### config.mk
export PLATFORM = sky130hd
export DESIGN_NAME = hpdmc_top
export DESIGN_NICKNAME = d
export VERILOG_FILES = /design/src/common/hpdmc_cfg_pkg.sv /design/src/common/hpdmc_bus_pkg.sv /design/src/ctl/hpdmc_datactl.sv /design/src/ctl/hpdmc_mgmt.sv /design/src/ddrio/hpdmc_ddrio.sv /design/src/logic/hpdmc_arbiter.sv /design/src/logic/hpdmc_top.sv
export SDC_FILE = /design/constraint.sdc
export NUM_CORES = 1
export LEC_CHECK = 0
export ABC_AREA = 1
export BUFFER_PORTS_ARGS = -buffer_cell sky130_fd_sc_hd__clkbuf_2
export CAP_MARGIN = 15
export CORE_UTILIZATION = 43
export CTS_CLUSTER_DIAMETER = 60
export DETAILED_ROUTE_END_ITERATION = 10
export GPL_ROUTABILITY_DRIVEN = 0
export PLACE_DENSITY = 0.76
export SLEW_MARGIN = 20
export SYNTH_ARGS = -nofsm -noshare
export SYNTH_HDL_FRONTEND = slang
export SYNTH_HIERARCHICAL = 1
export SYNTH_SLANG_ARGS = --single-unit
### constraint.sdc
create_clock -name sys_clk -period 6.8 [get_ports sys_clk]
set_input_delay 2.04 -clock sys_clk [delete_from_list [all_inputs] [get_ports sys_clk]]
set_output_delay 2.04 -clock sys_clk [all_outputs]
set_load 0.05 [all_outputs]
### src/common/hpdmc_cfg_pkg.sv
// ################################################
// word-addressed geometry, one 64-bit word per access
// all timings in sys_clk cycles, no refresh timing
// ################################################

package hpdmc_cfg_pkg;

	// ################################################
	// geometry
	// ################################################
	localparam int bank_bits = 2;
	localparam int row_bits  = 11;
	localparam int col_bits  = 8;
	localparam int addr_bits = bank_bits + row_bits + col_bits;	// 21-bit word address

	// ################################################
	// timing
	// ################################################
	localparam int t_rcd       = 2;	// activate to read/write
	localparam int cas_latency = 2;	// read to first beat
	localparam int t_wr        = 2;	// write data to precharge
	localparam int t_rp        = 2;	// precharge to idle

	localparam int num_masters = 2;
	localparam int id_bits     = $clog2(num_masters);	// master index width

endpackage

### src/common/hpdmc_bus_pkg.sv
// ################################################
// bus and pin structs, widths come from the cfg package
// dq is 32 bits wide, two beats make one 64-bit word
// ################################################

package hpdmc_bus_pkg;
	import hpdmc_cfg_pkg::*;

	// single-word access from one master
	typedef struct packed {
		logic [addr_bits-1:0] addr;	// {bank, row, col}
		logic                 we;
		logic [63:0]          wdata;
		logic [7:0]           wmask;	// 1 = byte gets written
	} mem_req_t;

	// sdram command pins, all active low controls
	typedef struct packed {
		logic                 cs_n;
		logic                 ras_n;
		logic                 cas_n;
		logic                 we_n;
		logic [bank_bits-1:0] ba;
		logic [row_bits-1:0]  a;
	} sdram_cmd_t;

	typedef enum logic [2:0] {nop, activate, read, write, precharge} cmd_kind_t;

	// ddr data pins, split out since there is no tristate here
	typedef struct packed {
		logic [31:0] dq_o;
		logic        dq_oe;
		logic [3:0]  dm;	// 1 = byte masked
		logic [3:0]  dqs_o;
		logic        dqs_oe;
	} ddr_pins_t;

endpackage

### src/ctl/hpdmc_datactl.sv
// ################################################
// dq direction and read capture timing from the issued command
// cmd_kind must be aligned with the command on the pins
// ################################################

module hpdmc_datactl
	import hpdmc_cfg_pkg::*;
	import hpdmc_bus_pkg::*;
(
	input  logic      sys_clk,
	input  logic      reset,
	input  cmd_kind_t cmd_kind,
	output logic      direction,	// drive window, write cycle
	output logic      direction_r,	// one later, data cycle
	output logic      rd_capture	// captured word valid
);

	logic [cas_latency:0] rd_sr;	// read in flight, one bit per cycle

	assign direction  = (cmd_kind == write);
	assign rd_capture = rd_sr[cas_latency];	// cas_latency + 1 after read

	always_ff @(posedge sys_clk) begin
		if (reset) begin
			direction_r <= 1'b0;
			rd_sr       <= '0;
		end else begin
			direction_r <= direction;
			rd_sr       <= {rd_sr[cas_latency-1:0], cmd_kind == read};
		end
	end

	// no dq drive while a read is still on its way back
	a_no_overlap: assert property (@(posedge sys_clk) disable iff (reset)
		(direction || direction_r) |-> (rd_sr == '0));

endmodule

### src/ctl/hpdmc_mgmt.sv
// ################################################
// closed page only: activate, read or write, precharge
// one access at a time, fixed delays from the cfg package
// ################################################

module hpdmc_mgmt
	import hpdmc_cfg_pkg::*;
	import hpdmc_bus_pkg::*;
(
	input  logic               sys_clk,
	input  logic               reset,
	input  logic               gnt_valid,
	input  logic [id_bits-1:0] gnt_id,
	input  mem_req_t           gnt_req,
	input  logic               rd_capture,	// di valid this cycle
	input  logic [63:0]        di,
	output logic               busy,
	output logic               done,
	output logic [id_bits-1:0] done_id,
	output logic [63:0]        rdata,
	output sdram_cmd_t         cmd,
	output cmd_kind_t          cmd_kind,
	output logic [63:0]        wdata,	// to ddrio
	output logic [7:0]         mo	// dm, inverted wmask
);

	typedef enum logic [2:0] {s_idle, s_rcd, s_wr, s_rd, s_rp} state_t;

	state_t               state;
	logic [2:0]           cnt;	// delay counter, counts down to 0
	mem_req_t             cur;	// access in flight
	logic [id_bits-1:0]   cur_id;
	logic [bank_bits-1:0] bank;
	logic [row_bits-1:0]  row;
	logic [col_bits-1:0]  col;
	logic                 start;
	logic                 finish;

	assign {bank, row, col} = cur.addr;
	assign busy    = (state != s_idle);
	assign start   = gnt_valid && (state == s_idle);
	assign finish  = (state == s_wr && cnt == '0) || (state == s_rd && rd_capture);
	assign done_id = cur_id;
	assign wdata   = cur.wdata;
	assign mo      = ~cur.wmask;

	// ################################################
	// sequencer
	// ################################################
	always_ff @(posedge sys_clk) begin
		if (reset) begin
			state    <= s_idle;
			cnt      <= '0;
			cmd_kind <= nop;
			done     <= 1'b0;
		end else begin
			cmd_kind <= nop;	// one command per cycle at most
			done     <= finish;	// ack goes out with the precharge
			case (state)
			s_idle: if (start) begin
				cmd_kind <= activate;
				cnt      <= 3'(t_rcd - 1);
				state    <= s_rcd;
			end
			s_rcd: if (cnt != '0) begin
				cnt <= cnt - 3'd1;
			end else if (cur.we) begin
				cmd_kind <= write;
				cnt      <= 3'(t_wr);	// one extra for the data cycle
				state    <= s_wr;
			end else begin
				cmd_kind <= read;
				state    <= s_rd;
			end
			s_wr, s_rd: if (finish) begin
				cmd_kind <= precharge;
				cnt      <= 3'(t_rp - 1);
				state    <= s_rp;
			end else if (cnt != '0) begin
				cnt <= cnt - 3'd1;
			end
			s_rp: if (cnt != '0) cnt <= cnt - 3'd1;
				else state <= s_idle;
			default: state <= s_idle;
			endcase
		end
	end

	// payload
	always_ff @(posedge sys_clk) begin
		if (start) begin
			cur    <= gnt_req;
			cur_id <= gnt_id;
		end
		if (state == s_rd && rd_capture)
			rdata <= di;
	end

	// pin encoding, deselect when idle
	always_comb begin
		cmd = '{1'b1, 1'b1, 1'b1, 1'b1, '0, '0};
		case (cmd_kind)
		activate:  cmd = '{1'b0, 1'b0, 1'b1, 1'b1, bank, row};
		read:      cmd = '{1'b0, 1'b1, 1'b0, 1'b1, bank, row_bits'(col)};	// a10 low, no auto precharge
		write:     cmd = '{1'b0, 1'b1, 1'b0, 1'b0, bank, row_bits'(col)};
		precharge: cmd = '{1'b0, 1'b0, 1'b1, 1'b0, bank, '0};	// this bank only
		default:   ;
		endcase
	end

	// nothing but nops inside the t_rcd window after an activate
	for (genvar k = 1; k < t_rcd; k++) begin : g_rcd
		a_rcd: assert property (@(posedge sys_clk) disable iff (reset)
			cmd_kind != nop |-> $past(cmd_kind, k) != activate);
	end

endmodule

### src/ddrio/hpdmc_ddrio.sv
// ################################################
// behavioral ddr registers, falling sys_clk edge for the second beat
// dqs runs off sys_clk, no idelay, no tristate buffers
// ################################################

module hpdmc_ddrio
	import hpdmc_bus_pkg::*;
(
	input  logic        sys_clk,
	input  logic        direction_r,	// drive enable
	input  logic [7:0]  mo,	// dm per byte
	input  logic [63:0] wdata,
	input  logic [31:0] dq_i,
	output logic [63:0] di,
	output ddr_pins_t   pins
);

	logic [31:0] dq_rise;	// high half, first beat
	logic [31:0] dq_fall;	// low half, second beat
	logic [3:0]  dm_rise;
	logic [3:0]  dm_fall;
	logic [31:0] in_rise;
	logic [31:0] in_fall;

	// ################################################
	// outputs
	// ################################################
	always_ff @(posedge sys_clk) begin
		dq_rise <= wdata[63:32];
		dm_rise <= mo[7:4];
	end

	always_ff @(negedge sys_clk) begin
		dq_fall <= wdata[31:0];
		dm_fall <= mo[3:0];
	end

	// clock selects the beat, like an oddr
	always_comb begin
		pins.dq_o   = sys_clk ? dq_rise : dq_fall;
		pins.dm     = sys_clk ? dm_rise : dm_fall;
		pins.dqs_o  = {4{sys_clk}};	// high on rise, low on fall
		pins.dq_oe  = direction_r;
		pins.dqs_oe = direction_r;
	end

	// ################################################
	// inputs
	// ################################################
	always_ff @(posedge sys_clk) in_rise <= dq_i;
	always_ff @(negedge sys_clk) in_fall <= dq_i;

	assign di = {in_fall, in_rise};	// rising beat lands low

endmodule

### src/logic/hpdmc_arbiter.sv
// ################################################
// round robin over strobe levels, grants only while mgmt idle
// masters hold stb and req stable until their ack pulse
// ################################################

module hpdmc_arbiter
	import hpdmc_cfg_pkg::*;
	import hpdmc_bus_pkg::*;
#(
	parameter type payload_t = mem_req_t
) (
	input  logic                         sys_clk,
	input  logic                         reset,
	input  logic     [num_masters-1:0]   stb,
	input  payload_t [num_masters-1:0]   req,
	input  logic                         busy,	// sequencer running
	input  logic                         done,	// access finished
	input  logic     [id_bits-1:0]       done_id,
	output logic                         gnt_valid,
	output logic     [id_bits-1:0]       gnt_id,
	output payload_t                     gnt_req,
	output logic     [num_masters-1:0]   ack
);

	logic [num_masters-1:0] outstanding;	// granted, not yet acked
	logic [num_masters-1:0] pending;
	logic [id_bits-1:0]     last;	// last master served
	logic                   any;

	assign pending = stb & ~outstanding;

	// walk from the farthest master to the nearest so the nearest wins
	always_comb begin
		gnt_id = last;
		any    = 1'b0;
		for (int i = num_masters; i >= 1; i--) begin
			if (pending[(int'(last) + i) % num_masters]) begin
				gnt_id = id_bits'((int'(last) + i) % num_masters);
				any    = 1'b1;
			end
		end
	end

	assign gnt_valid = any && !busy;
	assign gnt_req   = req[gnt_id];
	assign ack       = done ? (num_masters'(1) << done_id) : '0;	// route done to owner

	always_ff @(posedge sys_clk) begin
		if (reset) begin
			outstanding <= '0;
			last        <= id_bits'(num_masters - 1);	// master 0 goes first
		end else begin
			if (gnt_valid) begin
				outstanding[gnt_id] <= 1'b1;
				last                <= gnt_id;
			end
			if (done)
				outstanding[done_id] <= 1'b0;
		end
	end

	// a granted sequencer leaves idle
	a_gnt_idle: assert property (@(posedge sys_clk) disable iff (reset)
		gnt_valid |=> busy);
	// ack only to a master that was granted
	a_ack_owner: assert property (@(posedge sys_clk) disable iff (reset)
		(ack & ~outstanding) == '0);

endmodule

### src/logic/hpdmc_top.sv
// ################################################
// two masters, one sdram, closed page single-word accesses
// dq and dqs leave as separate out, in and enable signals
// ################################################

module hpdmc_top
	import hpdmc_cfg_pkg::*;
	import hpdmc_bus_pkg::*;
(
	input  logic                         sys_clk,
	input  logic                         reset,
	input  logic     [num_masters-1:0]   stb,
	input  mem_req_t [num_masters-1:0]   req,
	input  logic     [31:0]              dq_i,
	output logic     [num_masters-1:0]   ack,
	output logic     [63:0]              rdata,	// shared by all masters
	output sdram_cmd_t                   cmd,
	output ddr_pins_t                    pins
);

	logic               gnt_valid;
	logic [id_bits-1:0] gnt_id;
	mem_req_t           gnt_req;
	logic               busy;
	logic               done;
	logic [id_bits-1:0] done_id;
	cmd_kind_t          cmd_kind;
	logic [63:0]        wdata;
	logic [7:0]         mo;
	logic [63:0]        di;
	logic               direction_r;
	logic               rd_capture;

	hpdmc_arbiter #(.payload_t(mem_req_t)) u_arbiter (
		.sys_clk, .reset, .stb, .req, .busy, .done, .done_id,
		.gnt_valid, .gnt_id, .gnt_req, .ack
	);

	hpdmc_mgmt u_mgmt (
		.sys_clk, .reset, .gnt_valid, .gnt_id, .gnt_req, .rd_capture, .di,
		.busy, .done, .done_id, .rdata, .cmd, .cmd_kind, .wdata, .mo
	);

	hpdmc_datactl u_datactl (
		.sys_clk, .reset, .cmd_kind, .direction(), .direction_r, .rd_capture
	);

	hpdmc_ddrio u_ddrio (
		.sys_clk, .direction_r, .mo, .wdata, .dq_i, .di, .pins
	);

endmodule

==> results_tabular.tex <==
\begin{tabular}{lr}
\hline
Metric & Value \\
\hline
\multicolumn{2}{l}{\textbf{Run status}} \\
\quad Outcome & finished, final reports clean \\
\multicolumn{2}{l}{\textbf{GRT}} \\
\quad Gr ovfl total & 0 \\
\quad Global-route total usage across every layer & between 15 and 20\% \\
\quad Maximum number of pins on one net before global-route repair & slightly below 100 \\
\quad Number of antenna violations at the first check in global routing & 0 \\
\quad Global-route wire length before repair & $\sim$40 mm \\
\quad Vias in the first global route & 8844 \\
\multicolumn{2}{l}{\textbf{STA}} \\
\quad Slew headroom & between 30\% and 40\% \\
\quad Sum of negative setup slack & 0 ns \\
\quad Hold violation count in the final report & 0 \\
\quad Final worst clock skew & approximately 0.067 ns \\
\quad RSZ-0062 raised after global routing & true \\
\quad Worst slew pin tran & between 0.9 and 1 ns \\
\quad Count of final setup violators & 0 \\
\quad Slew Viols, Final & 0 \\
\multicolumn{2}{l}{\textbf{Synth}} \\
\quad Net count after synthesis & around 1200 \\
\quad Post-synthesis cell count & roughly 970 \\
\quad Combined area of all synthesized cells & roughly 11000 sq um \\
\quad Total of warnings raised by yosys & 6 \\
\quad Synthesized area per cell & roughly 11 sq um \\
\multicolumn{2}{l}{\textbf{Power and ir drop}} \\
\quad IR drop worst, VDD & $\sim$0.48 mV \\
\quad Power per cell area & between 600 and 700 nW/um\^{}2 \\
\quad Tot Pwr & approximately 11 mW \\
\quad Leakage power of the design & around 7.6 nW \\
\multicolumn{2}{l}{\textbf{Finish}} \\
\quad Ratio of cells with drive above 1 in the final layout & 44.0\% \\
\quad Synthesis-to-finish area growth & 48.6\% \\
\quad Net count of the finished layout & $\sim$1600 \\
\quad Fillers & roughly 1800 \\
\quad Antenna fix cells & 0 \\
\multicolumn{2}{l}{\textbf{Job}} \\
\quad Number of max-cap violations & 0 \\
\multicolumn{2}{l}{\textbf{Floorplan}} \\
\quad Die extent in y & 161 um \\
\quad Number of cell rows & 57 \\
\quad Die X-Extent & approximately 160 um \\
\quad I/O pins & between 300 and 400 \\
\quad Initial standard-cell utilization of the core & between 40 and 50\% \\
\quad Total Die Area & between 20000 and 30000 sq um \\
\quad Standard cell core area & around 25000 sq um \\
\multicolumn{2}{l}{\textbf{Setup path}} \\
\quad Worst path arrival time & 4.74 ns \\
\quad Critical path buffers and inverters & 1 \\
\quad Cell type of the slowest stage on the worst timing path & dfxtp\_2 \\
\quad Worst-path fanout max & 1 \\
\quad Kind of launch point of the worst setup path & flop \\
\quad Largest stage delay on the critical path & around 0.32 ns \\
\quad Kind of end point of the critical path & output port \\
\quad Setup Crit Path Kind & flop to output port \\
\quad Data required, critical path & 4.76 ns \\
\quad Cell count of the worst reg-to-reg path & 0 \\
\quad Stages on worst setup path & 3 \\
\quad Largest delay share family, worst path & flip-flops \\
\quad Cell Chain, Critical Path & nand2\_2 > nand2\_4 > clkbuf\_16 \\
\multicolumn{2}{l}{\textbf{Clocking}} \\
\quad Worst skew pair latency & between 0.7 and 0.8 ns \\
\quad Post-CTS clock slew at the launch and capture registers of the worst setup and hold paths & roughly 0.080 ns \\
\quad Clock tree from TritonCTS & built \\
\quad Buffer count from post-CTS setup fixing & 0 \\
\multicolumn{2}{l}{\textbf{Route}} \\
\quad Detail-routed net length per standard cell & between 10 and 15 um \\
\quad Vias per Instance & 4.46 \\
\quad Detailed router's first-iteration violation count & 480 \\
\quad Total via count after detailed routing & between 7000 and 8000 \\
\quad DRC violations left & 0 \\
\quad Number of nets still failing antenna checks after routing & 0 \\
\quad First-pass detailed-route iteration total & 4 \\
\quad Post-detailed-routing wire length & 25.3 mm \\
\multicolumn{2}{l}{\textbf{Placement}} \\
\quad Buffers added on ports & between 300 and 400 \\
\quad Total half-perimeter wirelength after legalization and detailed placement & 15.3 mm \\
\multicolumn{2}{l}{\textbf{Hold path}} \\
\quad Hold Crit Class & flop to flop \\
\quad Cells on Worst Hold Path & 0 \\
\hline
\end{tabular}
==> stage by stage <==
step                      cell area (sq um)  setup WS (ns)  hold WS, ns  utilization [%]  instances
final                                 16100         0.0206        0.344             65.6       1768
after global routing                  16100        -0.0354        0.351             65.6       1768
after detailed placement              12300          0.649        0.327             50.1       1550
after floorplan                       10800          0.443        0.376                -        972
after CTS                             16000        -0.0166        0.347             65.0       1768
after global placement                12300          0.649        0.324             50.1       1550
==> cell usage in the layout (no fill, tap or decap), drive strengths merged <==
master	count
edfxtp	159
nand3	14
ha	2
dfxtp	153
buf	36
a21oi	6
nor3	2
clkbuf	396
nor2	29
o21ai	15
clkinv	16
nand4	1
bufinv	3
inv	173
nand2	439
==> path summary, 6_finish.rpt <==
path                               start                          end  slack [ns]
min           u_mgmt/wdata[60]$_DFFE_PP_  u_ddrio/dq_rise[28]$_DFF_P_        0.34
max reg2reg  u_ddrio/in_fall[10]$_DFF_N_   u_mgmt/rdata[42]$_DFFE_PP_        2.78
min reg2reg   u_mgmt/wdata[60]$_DFFE_PP_  u_ddrio/dq_rise[28]$_DFF_P_        0.34
max          u_ddrio/dq_fall[16]$_DFF_N_                     pins[26]        0.02
==> report_power, final <==
part / leakage (nW) / internal [mW] / switching [mW] / total (mW)
Clock: 2.24 / 3.30 / 3.51 / 6.81
Sequential: 2.76 / 2.73 / 0.177 / 2.91
Combinational: 2.62 / 0.324 / 0.965 / 1.29
Total: 7.62 / 6.36 / 4.65 / 11.0
==> timing repair <==
action | 4_1_cts | 5_1_grt
hold buffers | 0 | 0
gates cloned | 0 | 0
endpoints found under the setup margin | 72 | 68
gates resized for setup | 83 | 73
pin swaps | 4 | 9
==> registers in the layout (all words and copies together), names as in the netlist, 4 cells and up <==
name             flops
u_mgmt/cur          20
u_ddrio/dq_fall     32
u_mgmt/col           8
u_mgmt/rdata        64
u_ddrio/in_fall     32
u_mgmt/wdata        64
u_ddrio/dm_fall      4
u_ddrio/dq_rise     32
u_ddrio/dm_rise      4
u_ddrio/in_rise     32
==> cell type report <==
| cell class | instances | area (sq um) | area share, % |
|---|---|---|---|
| Sequential cell | 312 | 7860 | 48.9 |
| Multi-Input combinational cell | 508 | 2160 | 13.4 |
| Timing Repair Buffer | 312 | 1570 | 9.77 |
| Tap cell | 324 | 405 | 2.52 |
| Clock buffer | 120 | 2400 | 14.9 |
| Inverter | 53 | 199 | 1.24 |
| Clock inverter | 139 | 1490 | 9.27 |
==> metal layers <==
metal  wire, um  GRT usage (%)  vias up
li1           -              -     3899
met1       9200           20.3     3510
met2      12700           31.9      383
met3       2230           8.70      100
met4       1120           16.3        0
met5          0              0        -
No activity file was read; power rests on OpenSTA's default activity.
